--- src/hw/riscv_settings.svh ---
`ifndef RISCV_SETTINGS_SVH
`define RISCV_SETTINGS_SVH

// ---------------------------------------------------------------------------
// core widths
// ---------------------------------------------------------------------------

// data and address width.
`define XLEN 32

// architectural integer registers, x0 included.
`define REG_COUNT 32

`endif

--- src/hw/isaPkg.sv ---
package isaPkg;

	// major opcodes handled by the decoder. system/env is left out on purpose.
	typedef enum logic [6:0] {
		R_FORMAT       = 7'b0110011,
		I_COMP_FORMAT  = 7'b0010011,
		I_LOAD_FORMAT  = 7'b0000011,
		I_JALR_FORMAT  = 7'b1100111,
		S_FORMAT       = 7'b0100011,
		B_FORMAT       = 7'b1100011,
		J_FORMAT       = 7'b1101111,
		U_FORMAT_LUI   = 7'b0110111,
		U_FORMAT_AUIPC = 7'b0010111
	} opcodeT;

	// funct3 of the compute group.
	localparam logic [2:0] F3_ADD_SUB = 3'b000;
	localparam logic [2:0] F3_SLL     = 3'b001;
	localparam logic [2:0] F3_SLT     = 3'b010;
	localparam logic [2:0] F3_SLTU    = 3'b011;
	localparam logic [2:0] F3_XOR     = 3'b100;
	localparam logic [2:0] F3_SRL_SRA = 3'b101;
	localparam logic [2:0] F3_OR      = 3'b110;
	localparam logic [2:0] F3_AND     = 3'b111;

	// funct3 of the branch group.
	localparam logic [2:0] F3_BEQ  = 3'b000;
	localparam logic [2:0] F3_BNE  = 3'b001;
	localparam logic [2:0] F3_BLT  = 3'b100;
	localparam logic [2:0] F3_BGE  = 3'b101;
	localparam logic [2:0] F3_BLTU = 3'b110;
	localparam logic [2:0] F3_BGEU = 3'b111;

	localparam int F7_ALT_BIT = 5; // funct7 bit picking sub and sra.

	// ---------------------------------------------------------------------------
	// instruction formats, fields at their ISA bit positions
	// ---------------------------------------------------------------------------

	typedef struct packed {
		logic [6:0] funct7;
		logic [4:0] rs2;
		logic [4:0] rs1;
		logic [2:0] funct3;
		logic [4:0] rd;
		opcodeT     opcode;
	} rTypeT;

	typedef struct packed {
		logic [11:0] imm;
		logic [4:0]  rs1;
		logic [2:0]  funct3;
		logic [4:0]  rd;
		opcodeT      opcode;
	} iTypeT;

	typedef struct packed {
		logic [6:0] immHi;
		logic [4:0] rs2;
		logic [4:0] rs1;
		logic [2:0] funct3;
		logic [4:0] immLo;
		opcodeT     opcode;
	} sTypeT;

	typedef struct packed {
		logic       imm12;
		logic [5:0] imm10to5;
		logic [4:0] rs2;
		logic [4:0] rs1;
		logic [2:0] funct3;
		logic [3:0] imm4to1;
		logic       imm11;
		opcodeT     opcode;
	} bTypeT;

	typedef struct packed {
		logic [19:0] imm31to12;
		logic [4:0]  rd;
		opcodeT      opcode;
	} uTypeT;

	typedef struct packed {
		logic       imm20;
		logic [9:0] imm10to1;
		logic       imm11;
		logic [7:0] imm19to12;
		logic [4:0] rd;
		opcodeT     opcode;
	} jTypeT;

	typedef union packed {
		rTypeT rType;
		iTypeT iType;
		sTypeT sType;
		bTypeT bType;
		uTypeT uType;
		jTypeT jType;
	} instructionT;

endpackage

--- src/hw/controlPkg.sv ---
package controlPkg;

	// one datapath control line. the nine lines are
	// branch, memRead, memWrite, memToReg, aluSrc, regWrite, jump, jumpJalr, inAIsPc.
	typedef logic ctrlBitT;

	// coarse ALU class out of the main decoder.
	typedef enum logic [2:0] {
		ALU_R          = 3'd0,
		ALU_I_COMP     = 3'd1,
		ALU_LOAD_STORE = 3'd2,
		ALU_BRANCH     = 3'd3,
		ALU_J          = 3'd4,
		ALU_LUI        = 3'd5,
		ALU_AUIPC      = 3'd6
	} aluCntrlT;

	// operation seen by the execute stage.
	// bgeu reuses BR_GE, the unsigned compare comes from funct3.
	typedef enum logic [3:0] {
		ADD    = 4'd0,
		SUB    = 4'd1,
		SLL    = 4'd2,
		SLT    = 4'd3,
		SLTU   = 4'd4,
		XOR    = 4'd5,
		SRL    = 4'd6,
		SRA    = 4'd7,
		OR     = 4'd8,
		AND    = 4'd9,
		PASS_B = 4'd10,
		BR_EQ  = 4'd11,
		BR_NE  = 4'd12,
		BR_LT  = 4'd13,
		BR_GE  = 4'd14,
		BR_LTU = 4'd15
	} aluOpT;

endpackage

--- src/hw/mainControl.sv ---
`timescale 1ns/10ps

module mainControl
	import isaPkg::*;
	import controlPkg::*;
(
	input  opcodeT   opcode,
	output ctrlBitT  branch,
	output ctrlBitT  memRead,
	output ctrlBitT  memWrite,
	output ctrlBitT  memToReg,
	output ctrlBitT  aluSrc,
	output ctrlBitT  regWrite,
	output ctrlBitT  jump,
	output ctrlBitT  jumpJalr,
	output ctrlBitT  inAIsPc,
	output aluCntrlT aluCntrl
);

	always_comb begin
		branch   = 1'b0;
		memRead  = 1'b0;
		memWrite = 1'b0;
		memToReg = 1'b0;
		aluSrc   = 1'b0;
		regWrite = 1'b0;
		jump     = 1'b0;
		jumpJalr = 1'b0;
		inAIsPc  = 1'b0;
		aluCntrl = ALU_R;

		case (opcode)
			R_FORMAT: begin
				regWrite = 1'b1;
			end
			I_COMP_FORMAT: begin
				aluSrc   = 1'b1;
				regWrite = 1'b1;
				aluCntrl = ALU_I_COMP;
			end
			I_LOAD_FORMAT: begin
				memRead  = 1'b1;
				memToReg = 1'b1; // writeback takes the load data.
				aluSrc   = 1'b1;
				regWrite = 1'b1;
				aluCntrl = ALU_LOAD_STORE;
			end
			S_FORMAT: begin
				memWrite = 1'b1;
				aluSrc   = 1'b1;
				aluCntrl = ALU_LOAD_STORE;
			end
			B_FORMAT: begin
				branch   = 1'b1;
				aluCntrl = ALU_BRANCH;
			end
			J_FORMAT: begin
				jump     = 1'b1;
				regWrite = 1'b1; // link register.
				inAIsPc  = 1'b1;
				aluCntrl = ALU_J;
			end
			I_JALR_FORMAT: begin
				jumpJalr = 1'b1;
				regWrite = 1'b1;
				aluCntrl = ALU_J;
			end
			U_FORMAT_LUI: begin
				aluSrc   = 1'b1;
				regWrite = 1'b1;
				aluCntrl = ALU_LUI;
			end
			U_FORMAT_AUIPC: begin
				aluSrc   = 1'b1;
				regWrite = 1'b1;
				inAIsPc  = 1'b1;
				aluCntrl = ALU_AUIPC;
			end
			default: ; // illegal or system opcode, nothing is written.
		endcase
	end

endmodule

--- src/hw/aluControl.sv ---
`timescale 1ns/10ps

module aluControl
	import isaPkg::*;
	import controlPkg::*;
(
	input  aluCntrlT   aluCntrl,
	input  logic [2:0] funct3,
	input  logic [6:0] funct7,
	output aluOpT      aluOp
);

	logic  altOp;
	aluOpT arithOp;
	aluOpT branchOp;

	// immediate forms read funct7 only for shifts, so addi never turns into sub.
	assign altOp = funct7[F7_ALT_BIT] && (aluCntrl == ALU_R || funct3 == F3_SRL_SRA);

	always_comb begin
		arithOp = ADD;
		case (funct3)
			F3_ADD_SUB: arithOp = altOp ? SUB : ADD;
			F3_SLL:     arithOp = SLL;
			F3_SLT:     arithOp = SLT;
			F3_SLTU:    arithOp = SLTU;
			F3_XOR:     arithOp = XOR;
			F3_SRL_SRA: arithOp = altOp ? SRA : SRL;
			F3_OR:      arithOp = OR;
			F3_AND:     arithOp = AND;
			default:    arithOp = ADD;
		endcase
	end

	always_comb begin
		case (funct3)
			F3_BNE:  branchOp = BR_NE;
			F3_BLT:  branchOp = BR_LT;
			F3_BGE:  branchOp = BR_GE;
			F3_BLTU: branchOp = BR_LTU;
			F3_BGEU: branchOp = BR_GE; // unsigned, told apart by funct3.
			F3_BEQ:  branchOp = BR_EQ;
			default: branchOp = BR_EQ;
		endcase
	end

	always_comb begin
		case (aluCntrl)
			ALU_R, ALU_I_COMP: aluOp = arithOp;
			ALU_BRANCH:        aluOp = branchOp;
			ALU_LUI:           aluOp = PASS_B;
			default:           aluOp = ADD; // address or link arithmetic.
		endcase
	end

endmodule

--- src/hw/immGen.sv ---
`timescale 1ns/10ps
`include "riscv_settings.svh"

module immGen
	import isaPkg::*;
(
	input  instructionT      instruction,
	output logic [`XLEN-1:0] imm
);

	always_comb begin
		case (instruction.rType.opcode)
			I_COMP_FORMAT, I_LOAD_FORMAT, I_JALR_FORMAT: begin
				imm = {{(`XLEN-12){instruction.iType.imm[11]}}, instruction.iType.imm};
			end
			S_FORMAT: begin
				imm = {{(`XLEN-12){instruction.sType.immHi[6]}},
					instruction.sType.immHi, instruction.sType.immLo};
			end
			B_FORMAT: begin // halfword offset.
				imm = {{(`XLEN-12){instruction.bType.imm12}}, instruction.bType.imm11,
					instruction.bType.imm10to5, instruction.bType.imm4to1, 1'b0};
			end
			U_FORMAT_LUI, U_FORMAT_AUIPC: begin
				imm = {instruction.uType.imm31to12, 12'b0};
			end
			J_FORMAT: begin
				imm = {{(`XLEN-20){instruction.jType.imm20}}, instruction.jType.imm19to12,
					instruction.jType.imm11, instruction.jType.imm10to1, 1'b0};
			end
			default: begin
				imm = '0; // r-type and illegal words carry no immediate.
			end
		endcase
	end

endmodule

--- src/hw/regFile.sv ---
`timescale 1ns/10ps
`include "riscv_settings.svh"

module regFile (
	input  logic                         clk,
	input  logic                         reset,
	input  logic [$clog2(`REG_COUNT)-1:0] rs1,
	input  logic [$clog2(`REG_COUNT)-1:0] rs2,
	output logic [`XLEN-1:0]             rs1Data,
	output logic [`XLEN-1:0]             rs2Data,
	input  logic                         wbEnable,
	input  logic [$clog2(`REG_COUNT)-1:0] wbAddr,
	input  logic [`XLEN-1:0]             wbData
);

	logic [`XLEN-1:0] regs [`REG_COUNT];

	// x0 is hardwired, a pending writeback wins over the stored word.
	function automatic logic [`XLEN-1:0] readPort(input logic [$clog2(`REG_COUNT)-1:0] addr);
		if (addr == '0)
			return '0;
		if (wbEnable && wbAddr == addr)
			return wbData;
		return regs[addr];
	endfunction

	always_comb begin
		rs1Data = readPort(rs1);
		rs2Data = readPort(rs2);
	end

	always_ff @(posedge clk) begin
		if (reset) begin
			for (int i = 0; i < `REG_COUNT; i++)
				regs[i] <= '0;
		end else if (wbEnable && wbAddr != '0) begin
			regs[wbAddr] <= wbData;
		end
	end

endmodule

--- src/hw/idExRegister.sv ---
`timescale 1ns/10ps
`include "riscv_settings.svh"

module idExRegister
	import controlPkg::*;
(
	input  logic                         clk,
	input  logic                         reset,
	input  logic                         stall,
	input  logic                         flush,
	input  logic                         instValid,
	input  ctrlBitT                      branch,
	input  ctrlBitT                      memRead,
	input  ctrlBitT                      memWrite,
	input  ctrlBitT                      memToReg,
	input  ctrlBitT                      aluSrc,
	input  ctrlBitT                      regWrite,
	input  ctrlBitT                      jump,
	input  ctrlBitT                      jumpJalr,
	input  ctrlBitT                      inAIsPc,
	input  aluOpT                        aluOp,
	input  logic [`XLEN-1:0]             pc,
	input  logic [`XLEN-1:0]             rs1Data,
	input  logic [`XLEN-1:0]             rs2Data,
	input  logic [`XLEN-1:0]             imm,
	input  logic [$clog2(`REG_COUNT)-1:0] rd,
	input  logic [2:0]                   funct3,
	output logic                         exValid,
	output ctrlBitT                      exBranch,
	output ctrlBitT                      exMemRead,
	output ctrlBitT                      exMemWrite,
	output ctrlBitT                      exMemToReg,
	output ctrlBitT                      exAluSrc,
	output ctrlBitT                      exRegWrite,
	output ctrlBitT                      exJump,
	output ctrlBitT                      exJumpJalr,
	output ctrlBitT                      exInAIsPc,
	output aluOpT                        exAluOp,
	output logic [`XLEN-1:0]             exPc,
	output logic [`XLEN-1:0]             exRs1Data,
	output logic [`XLEN-1:0]             exRs2Data,
	output logic [`XLEN-1:0]             exImm,
	output logic [$clog2(`REG_COUNT)-1:0] exRd,
	output logic [2:0]                   exFunct3
);

	// ---------------------------------------------------------------------------
	// control half, a flush or an invalid slot leaves a bubble
	// ---------------------------------------------------------------------------

	always_ff @(posedge clk) begin
		if (reset || flush) begin
			exValid    <= 1'b0;
			exBranch   <= 1'b0;
			exMemRead  <= 1'b0;
			exMemWrite <= 1'b0;
			exMemToReg <= 1'b0;
			exAluSrc   <= 1'b0;
			exRegWrite <= 1'b0;
			exJump     <= 1'b0;
			exJumpJalr <= 1'b0;
			exInAIsPc  <= 1'b0;
		end else if (!stall) begin
			exValid    <= instValid;
			exBranch   <= branch & instValid;
			exMemRead  <= memRead & instValid;
			exMemWrite <= memWrite & instValid;
			exMemToReg <= memToReg & instValid;
			exAluSrc   <= aluSrc & instValid;
			exRegWrite <= regWrite & instValid;
			exJump     <= jump & instValid;
			exJumpJalr <= jumpJalr & instValid;
			exInAIsPc  <= inAIsPc & instValid;
		end
	end

	// payload half. it follows the slot even for a bubble.
	always_ff @(posedge clk) begin
		if (reset) begin
			exAluOp   <= ADD;
			exPc      <= '0;
			exRs1Data <= '0;
			exRs2Data <= '0;
			exImm     <= '0;
			exRd      <= '0;
			exFunct3  <= '0;
		end else if (flush || !stall) begin
			exAluOp   <= aluOp;
			exPc      <= pc;
			exRs1Data <= rs1Data;
			exRs2Data <= rs2Data;
			exImm     <= imm;
			exRd      <= rd;
			exFunct3  <= funct3;
		end
	end

endmodule

--- src/hw/decodeStage.sv ---
`timescale 1ns/10ps
`include "riscv_settings.svh"

module decodeStage
	import isaPkg::*;
	import controlPkg::*;
(
	input  logic                         clk,
	input  logic                         reset,
	input  logic                         instValid,
	input  instructionT                  instruction,
	input  logic [`XLEN-1:0]             pc,
	input  logic                         stall,
	input  logic                         flush,
	input  logic                         wbEnable,
	input  logic [$clog2(`REG_COUNT)-1:0] wbAddr,
	input  logic [`XLEN-1:0]             wbData,
	output logic                         exValid,
	output ctrlBitT                      exBranch,
	output ctrlBitT                      exMemRead,
	output ctrlBitT                      exMemWrite,
	output ctrlBitT                      exMemToReg,
	output ctrlBitT                      exAluSrc,
	output ctrlBitT                      exRegWrite,
	output ctrlBitT                      exJump,
	output ctrlBitT                      exJumpJalr,
	output ctrlBitT                      exInAIsPc,
	output aluOpT                        exAluOp,
	output logic [`XLEN-1:0]             exPc,
	output logic [`XLEN-1:0]             exRs1Data,
	output logic [`XLEN-1:0]             exRs2Data,
	output logic [`XLEN-1:0]             exImm,
	output logic [$clog2(`REG_COUNT)-1:0] exRd,
	output logic [2:0]                   exFunct3
);

	ctrlBitT          branch, memRead, memWrite, memToReg, aluSrc;
	ctrlBitT          regWrite, jump, jumpJalr, inAIsPc;
	aluCntrlT         aluCntrl;
	aluOpT            aluOp;
	logic [`XLEN-1:0] imm;
	logic [`XLEN-1:0] rs1Data;
	logic [`XLEN-1:0] rs2Data;

	mainControl u_mainControl (
		.opcode(instruction.rType.opcode), .branch(branch), .memRead(memRead),
		.memWrite(memWrite), .memToReg(memToReg), .aluSrc(aluSrc), .regWrite(regWrite),
		.jump(jump), .jumpJalr(jumpJalr), .inAIsPc(inAIsPc), .aluCntrl(aluCntrl)
	);

	// funct7 sits in the same bits as the upper immediate of shift-immediates.
	aluControl u_aluControl (
		.aluCntrl(aluCntrl), .funct3(instruction.rType.funct3),
		.funct7(instruction.rType.funct7), .aluOp(aluOp)
	);

	immGen u_immGen (.instruction(instruction), .imm(imm));

	regFile u_regFile (
		.clk(clk), .reset(reset), .rs1(instruction.rType.rs1), .rs2(instruction.rType.rs2),
		.rs1Data(rs1Data), .rs2Data(rs2Data), .wbEnable(wbEnable), .wbAddr(wbAddr),
		.wbData(wbData)
	);

	idExRegister u_idExRegister (
		.clk(clk), .reset(reset), .stall(stall), .flush(flush), .instValid(instValid),
		.branch(branch), .memRead(memRead), .memWrite(memWrite), .memToReg(memToReg),
		.aluSrc(aluSrc), .regWrite(regWrite), .jump(jump), .jumpJalr(jumpJalr),
		.inAIsPc(inAIsPc), .aluOp(aluOp), .pc(pc), .rs1Data(rs1Data), .rs2Data(rs2Data),
		.imm(imm), .rd(instruction.rType.rd), .funct3(instruction.rType.funct3),
		.exValid(exValid), .exBranch(exBranch), .exMemRead(exMemRead),
		.exMemWrite(exMemWrite), .exMemToReg(exMemToReg), .exAluSrc(exAluSrc),
		.exRegWrite(exRegWrite), .exJump(exJump), .exJumpJalr(exJumpJalr),
		.exInAIsPc(exInAIsPc), .exAluOp(exAluOp), .exPc(exPc), .exRs1Data(exRs1Data),
		.exRs2Data(exRs2Data), .exImm(exImm), .exRd(exRd), .exFunct3(exFunct3)
	);

endmodule

--- config.mk ---
export PLATFORM = sky130hd
export DESIGN_NAME = decodeStage
export DESIGN_NICKNAME = d
export VERILOG_FILES = /design/src/hw/isaPkg.sv /design/src/hw/controlPkg.sv /design/src/hw/mainControl.sv /design/src/hw/aluControl.sv /design/src/hw/immGen.sv /design/src/hw/regFile.sv /design/src/hw/idExRegister.sv /design/src/hw/decodeStage.sv
export VERILOG_INCLUDE_DIRS = /design/src /design/src/hw
export SDC_FILE = /design/constraint.sdc
export NUM_CORES = 2
export LEC_CHECK = 0
export ABC_AREA = 1
export BUFFER_PORTS_ARGS = -buffer_cell sky130_fd_sc_hd__buf_2
export CELL_PAD_IN_SITES_DETAIL_PLACEMENT = 0
export CELL_PAD_IN_SITES_GLOBAL_PLACEMENT = 1
export CORE_MARGIN = 5
export CORE_UTILIZATION = 48
export CTS_BUF_LIST = sky130_fd_sc_hd__clkbuf_2 sky130_fd_sc_hd__clkbuf_4 sky130_fd_sc_hd__clkbuf_8
export DETAILED_ROUTE_END_ITERATION = 12
export PLACE_DENSITY = 0.85
export SYNTH_ARGS = -nofsm -noshare
export SYNTH_HDL_FRONTEND = slang
export SYNTH_HIERARCHICAL = 1
export SYNTH_SLANG_ARGS = --single-unit
--- constraint.sdc ---
create_clock -name clk -period 3.05 [get_ports clk]
set_clock_uncertainty 0.05 [all_clocks]
set_input_delay 0.1525 -clock clk [delete_from_list [all_inputs] [get_ports clk]]
set_output_delay 0.1525 -clock clk [all_outputs]
set_load 0.01 [all_outputs]
**Yosys cells after proc, flatten, opt, wreduce, memory -nomap -nowiden**

Memory sizes are Yosys's and may differ from the RTL's.
Cells that the tools add are included.

- Bitwise operators: 8
- Reductions and logical operators: 23
- Equal/unequal tests: 21
- Muxes and demuxes: 37

Operators with widths:

| kind | count |
|---|---|
| 32-bit 2-to-1 mux | 9 |
| 32-bit case mux with 5 select lines | 1 |
| 4-bit case mux with 8 select lines | 1 |
| 32-bit OR reduction | 1 |
| 1-bit 2-to-1 mux | 22 |
| 7-bit by 6-bit == test with 1-bit output, second input constant | 3 |
| 7-bit == test, second input constant | 3 |
| 3-bit case mux with 6 select lines | 1 |
| 3-bit == test, second input constant | 5 |
| 7-bit by 5-bit == test with 1-bit output, second input constant | 2 |
| 3-bit case mux with 4 select lines | 1 |
| 4-bit case mux with 3 select lines | 1 |
| 2-bit OR reduction | 6 |
| 5-bit == test | 2 |
| 5-bit zero test | 2 |
| 3-bit by 2-bit == test with 1-bit output, second input constant | 3 |
| 1-bit AND | 8 |
| 7-bit by 2-bit == test with 1-bit output, second input constant | 1 |
| 7-bit OR reduction | 1 |
| 3-bit by 1-bit == test with 1-bit output, second input constant | 2 |
| 3-bit zero test | 2 |
| 5-bit 2-to-1 mux | 1 |
| 5-bit nonzero test | 1 |
| 5-bit OR reduction | 1 |
| 4 further kinds | 9 |

- Memories kept: 1
- Output and inout bits: 150
- Input port bits: 107
- Logic and storage cells: 106
- Bits in writable memories: 1024
- Register bits after elaboration: 149

Memory list:

| name | words | bits a word | rd ports | clocked after memory_dff | wr ports | line | text |
|---|---|---|---|---|---|---|---|
| u_regFile.regs | 32 | 32 | 2 | 0 | 32 | regFile.sv:16 | `` logic [`XLEN-1:0] regs [`REG_COUNT]; `` |

**Depth between registers and ports, before layout**

- Word-level depth: 9
- Mapped depth: 16
- Gate-level depth less buffers: 13

**By module**

The synthesis kept the hierarchy.

By module, submodules not included:

| module | instances | cells each | area an instance (um2) | seq. area each (um2) |
|---|---|---|---|---|
| regFile | 1 | 7437 | 58073.2 | 30749.5 |
| idExRegister | 1 | 949 | 6308.6 | 3002.9 |
| immGen | 1 | 163 | 759.5 | 0.0 |
| mainControl | 1 | 49 | 202.7 | 0.0 |
| aluControl | 1 | 37 | 166.4 | 0.0 |

**Worst setup path after synthesis**

No wires, ideal clock.

- Kind: input -> register
- Start point: input port wbAddr[2]
- End point: memory u_regFile/regs[24][0] (netlist bit) (enable)
- Library setup time: 0.478 ns
- Setup slack: 0.563 ns
- Arrival time: 1.960 ns
- Path buffers: 2
- Stages: 10
- Required time: 2.522 ns
- Cell sequence: clkbuf_2 > nor3_1 > nand2_1 > nand3_1 > inv_2 > nand2_1 > inv_2 > nand2_1 > clkbuf_1 > nand2_1

RTL lines:

| what | line | text |
|---|---|---|
| from (decl) | decodeStage.sv:16 | `` input logic [$clog2(`REG_COUNT)-1:0] wbAddr, `` |
| to (decl) | regFile.sv:16 |  |

**Final worst setup path**

- Start point: input port instruction[2] (netlist bit)
- End point: register u_idExRegister.exImm[11]

- Cells in the longest elaborated chain, start to end: 3
- Elaborated cells on any way between the ends: 11
- Those cells by class: 8 x eq/ne; 1 x mux; 2 x reduce/logical

Ends and longest elaborated chain:

| what | line | text |
|---|---|---|
| from (decl) | decodeStage.sv:11 | `input instructionT instruction,` |
| 7-bit by 5-bit == test with 1-bit output, or another cell as far along | immGen.sv:12 | `case (instruction.rType.opcode)` |
| 3-bit OR reduction or 2-bit OR reduction (tied branches) | immGen.sv:12 |  |
| 32-bit case mux with 5 select lines * | immGen.sv:12 |  |
| net imm[11] | decodeStage.sv:41 | `` logic [`XLEN-1:0] imm; `` |
| to (signal assigned) | idExRegister.sv:92 | `exImm <= imm;` |
| to (decl) | idExRegister.sv:42 | `` output logic [`XLEN-1:0] exImm, `` |

Mark *: on every way through the listed nets, which the timed path passes. The rest lies on a longest branch.
A chain may end at the register's enable or synchronous reset.

==> impl_summary.md <==
Outcome
The flow ran to the end, and the final reports show no timing, DRC or antenna violations.

Cells and area
Leaving out fill and tap cells, the most frequent cell in the layout is sky130_fd_sc_hd__nand2_1. Leaving out filler cells and counting taps, the final layout contains 10,900. The relative area change from synthesis to final layout is 16.3%. The count of nets after finishing is 9,094. In the layout the commonest cells are sky130_fd_sc_hd__nand2_1, sky130_fd_sc_hd__nor2_1, sky130_fd_sc_hd__nand3_1, sky130_fd_sc_hd__edfxtp_1, sky130_fd_sc_hd__inv_1. The share of post-route cells with drive strength above 1 is 11.4%.

Logic synthesis
Averaged over all synthesized cells, the footprint is 7.59 sq um. The distinct cell type count of the synthesized netlist is 32. The share of the synthesized area in the top cell type is 46.9%. The gate count of the mapped netlist is 8,635. The part of the Yosys area used for sequential elements is 51.5%. The post-synthesis instance area is 65,500 sq um. The number of warnings printed during yosys synthesis is 6. By area the synthesized netlist is led by sky130_fd_sc_hd__edfxtp_1, sky130_fd_sc_hd__nand2_1, sky130_fd_sc_hd__nand3_1. The largest total area in the synthesized netlist belongs to sky130_fd_sc_hd__edfxtp_1. After synthesis the netlist holds a flip-flop and latch count of 1,174.

STA
Dividing the final minimum period by the clock period gives 93.3%. Setup repair after global routing left no endpoint under its margin. Setup slack on the critical path of the routed design comes to 206 ps. The final worst hold slack is 91.9 ps. The transition time at the pin with the least slew margin is 1160 ps. The setup violation total in the final timing report is 0.

In the final timing run, aggregate negative setup slack is 0 ps. Timing would allow up to 352 MHz. The worst max-slew margin expressed relative to the limit is 22.5%. The final count of hold timing violations is 0.

The max-slew violation count is 0. Subtracting the final worst setup slack from the clock period gives 2840 ps.

CTS
Clock tree synthesis selected as its root buffer the cell sky130_fd_sc_hd__clkbuf_8. The H-tree depth reported by CTS is 4. TritonCTS built the clock tree. Counting every sink on the clock net gives 1,174. The post-CTS clock slew at the launch and capture registers of the worst setup and hold paths is 60 ps. The clock insertion delay at the later pin of the skew report is 950 ps. Post-CTS timing repair inserted 0 buffers for setup.

In this run, CTS created clock tree buffers numbering 204. The largest buffer count on any clock path is 3.

Die
The standard-cell row count is 135. The core region is 135,000 sq um. For this design the top-level I/O count stands at 257. The die width is 379 um. The die covers 144,000 sq um.

Once the floorplan was initialized, standard cells occupied 48.4% of the core. The die is 379 um tall.

Detailed routing
The final wirelength is 266,000 um. The number of vias after detailed routing is 64,000. For this run, design rule violations remaining after detail routing come to 0. The per-cell routed wire length is 24.3 um. The detailed-router iteration count before antenna repair is 8. The number of antenna-violating nets in the routed design is 0. After the first detailed-routing iteration, the DRC count stood at 9,559. In the routed layout, each cell is associated on average with a via count of 5.85.

Pwr
Across the VDD grid, the largest voltage drop is 0.474 mV. The switching power of the nets is 11,600 uW. The total design power is 40,200 uW. Registers are responsible for 46.9% of the overall power. In this run, the clock network consumes 37.6% of the power. Dividing total power by cell area gives a power density of 527 nW/um^2. Of the total power, the share spent switching nets is 28.9%. In this run the static leakage power is 0.0339 uW. Cell internal power was estimated by the tool at 28,600 uW.

Per report_power, the combinational group accounts for 15.5% of the total.

Hold path
The hold path depth is 4. The type of the tightest min-delay check is input pin to flop. The capture endpoint of the worst hold path is u_idExRegister/exMemRead. The critical hold path startpoint is instValid.

Placed design
The number of port buffers is 256. The placed instance count is 10,300. Timing analysis after detailed placement gives a worst setup slack of 281 ps. Routability-driven placement finished with a final weighted congestion of 0.940. The detailed-placement wirelength estimate is 162,000 um.

Critical path
STA classifies the critical path startpoint as an input pin. The endpoint of the worst register-to-register path is u_idExRegister/exRs2Data[22]. The critical path is of the input pin to flop type. At the worst endpoint, the arrival time is 3670 ps.

Tracing the worst setup path back leads to its startpoint at instruction[2]. The worst register-to-register path begins at u_regFile/regs[18][22]. STA classifies the critical path endpoint as a flop.

STA puts the critical path data required time at 3870 ps. The worst register-to-register path has a setup slack of 1010 ps. Of all nets on the critical path, the largest fanout is 13. The number of cells traversed by the worst register-to-register path is 8.

Global route
Summed over all layers, the global routing overflow is 0. The global-route total usage across every layer is 36.0%. The via count of the first global-routing pass is 60,300. The first-pass GRT wire length is 387,000 um.

The number of antenna violations at the first check in global routing was 14. The pin count of the biggest net entering global routing is 151.

Job
The number of maximum-capacitance violations is 0.
-- Yosys cell counts, drive strengths merged --
cell type / instances
a21boi: 1
a21oi: 277
buf: 273
clkbuf: 436
clkinv: 1
conb: 1
dfxtp: 150
edfxtp: 1024
inv: 819
nand2: 2073
nand3: 1272
nand3b: 2
nand4: 2
nor2: 1656
nor3: 9
o211ai: 186
o21ai: 391
o22ai: 5
or2: 55
xor2: 2
-- stage by stage --
| stage | utilization, % | instance area [sq um] |
|---|---|---|
| 2_1_floorplan | - | 65600 |
| 3_3_place_gp | 51.3 | 69600 |
| 3_5_place_dp | 51.3 | 69600 |
| 4_1_cts | 56.2 | 76200 |
| 5_1_grt | 56.2 | 76200 |
| 6_report | 56.3 | 76200 |
-- sequential cells by signal (all words and copies together), names as in the netlist, 3 cells and up --
name and cells:
u_idExRegister/exAluOp 4, u_idExRegister/exPc 32, u_idExRegister/exFunct3 3, u_idExRegister/exRd 5, u_regFile/regs 1024, u_idExRegister/exRs2Data 32
u_idExRegister/exImm 32, u_idExRegister/exRs1Data 32
-- repair_timing --
action                                 in CTS  in global routing
gates resized for setup                     0                  1
hold buffers                              245                  0
endpoints found under the hold margin    1067                  0
setup endpoints to repair                   0                  1
-- metal layers --
| metal | wire length, um | global-route usage, % | vias up |
|---|---|---|---|
| met5 | 13 | 0 | - |
| met2 | 118000 | 55.8 | 4294 |
| met3 | 29200 | 7.32 | 985 |
| met1 | 97400 | 45.5 | 30000 |
| li1 | - | - | 28700 |
| met4 | 21400 | 24.7 | 2 |
-- worst max-delay path: stages --
cell and delay (ps):
sky130_fd_sc_hd__dlygate4sd3_1 540, sky130_fd_sc_hd__buf_2 170, sky130_fd_sc_hd__inv_1 60, sky130_fd_sc_hd__nand2_1 80, sky130_fd_sc_hd__nor2_4 270, sky130_fd_sc_hd__dlygate4sd3_1 850, sky130_fd_sc_hd__nand2_1 100, sky130_fd_sc_hd__nand3_1 100
sky130_fd_sc_hd__nand2_1 50, sky130_fd_sc_hd__dlygate4sd3_1 550, sky130_fd_sc_hd__nand2_1 60, sky130_fd_sc_hd__dlygate4sd3_1 540, sky130_fd_sc_hd__nor2_1 50, sky130_fd_sc_hd__nor2_1 110
-- power groups by stage --
| stage | Sequential (uW) | Clock, uW | Combinational, uW |
|---|---|---|---|
| global placement | 19100 | 0 | 5710 |
| global route | 18900 | 16000 | 6640 |
| detailed placement | 19100 | 0 | 5750 |
| finish | 18900 | 15100 | 6220 |
| floorplan | 19100 | 0 | 3330 |
| CTS | 18800 | 15200 | 6030 |
-- layout make-up --
| class | count | area (sq um) |
|---|---|---|
| clock buffers | 306 | 3710 |
| multi-input cells | 5963 | 25900 |
| fillers | 12300 | 59300 |
| diodes | 15 | 37.5 |
| repair buffers | 824 | 7010 |
| clock inverters | 63 | 465 |
| flip-flops and latches | 1174 | 33800 |
| inverters | 820 | 3110 |
| well taps | 1781 | 2230 |
-- worst max-delay path by stage --
stage,endpoint,depth (start not counted)
2_1_floorplan,u_regFile/regs[24][0],10
3_3_place_gp,u_idExRegister/exRs1Data[8],12
3_5_place_dp,u_idExRegister/exRs1Data[8],12
4_1_cts,u_idExRegister/exRegWrite,14
5_1_grt,u_idExRegister/exImm[11],14
6_report,u_idExRegister/exImm[11],14
-- cells by family after synthesis --
group | share of synthesized area [%]
simple gates | 31.9
buf+inv | 9.29
flops | 51.5
compound gates | 7.29
xor+xnor | 0.0267
other cells | 0.00572
No activity file was read; power rests on OpenSTA's default activity.
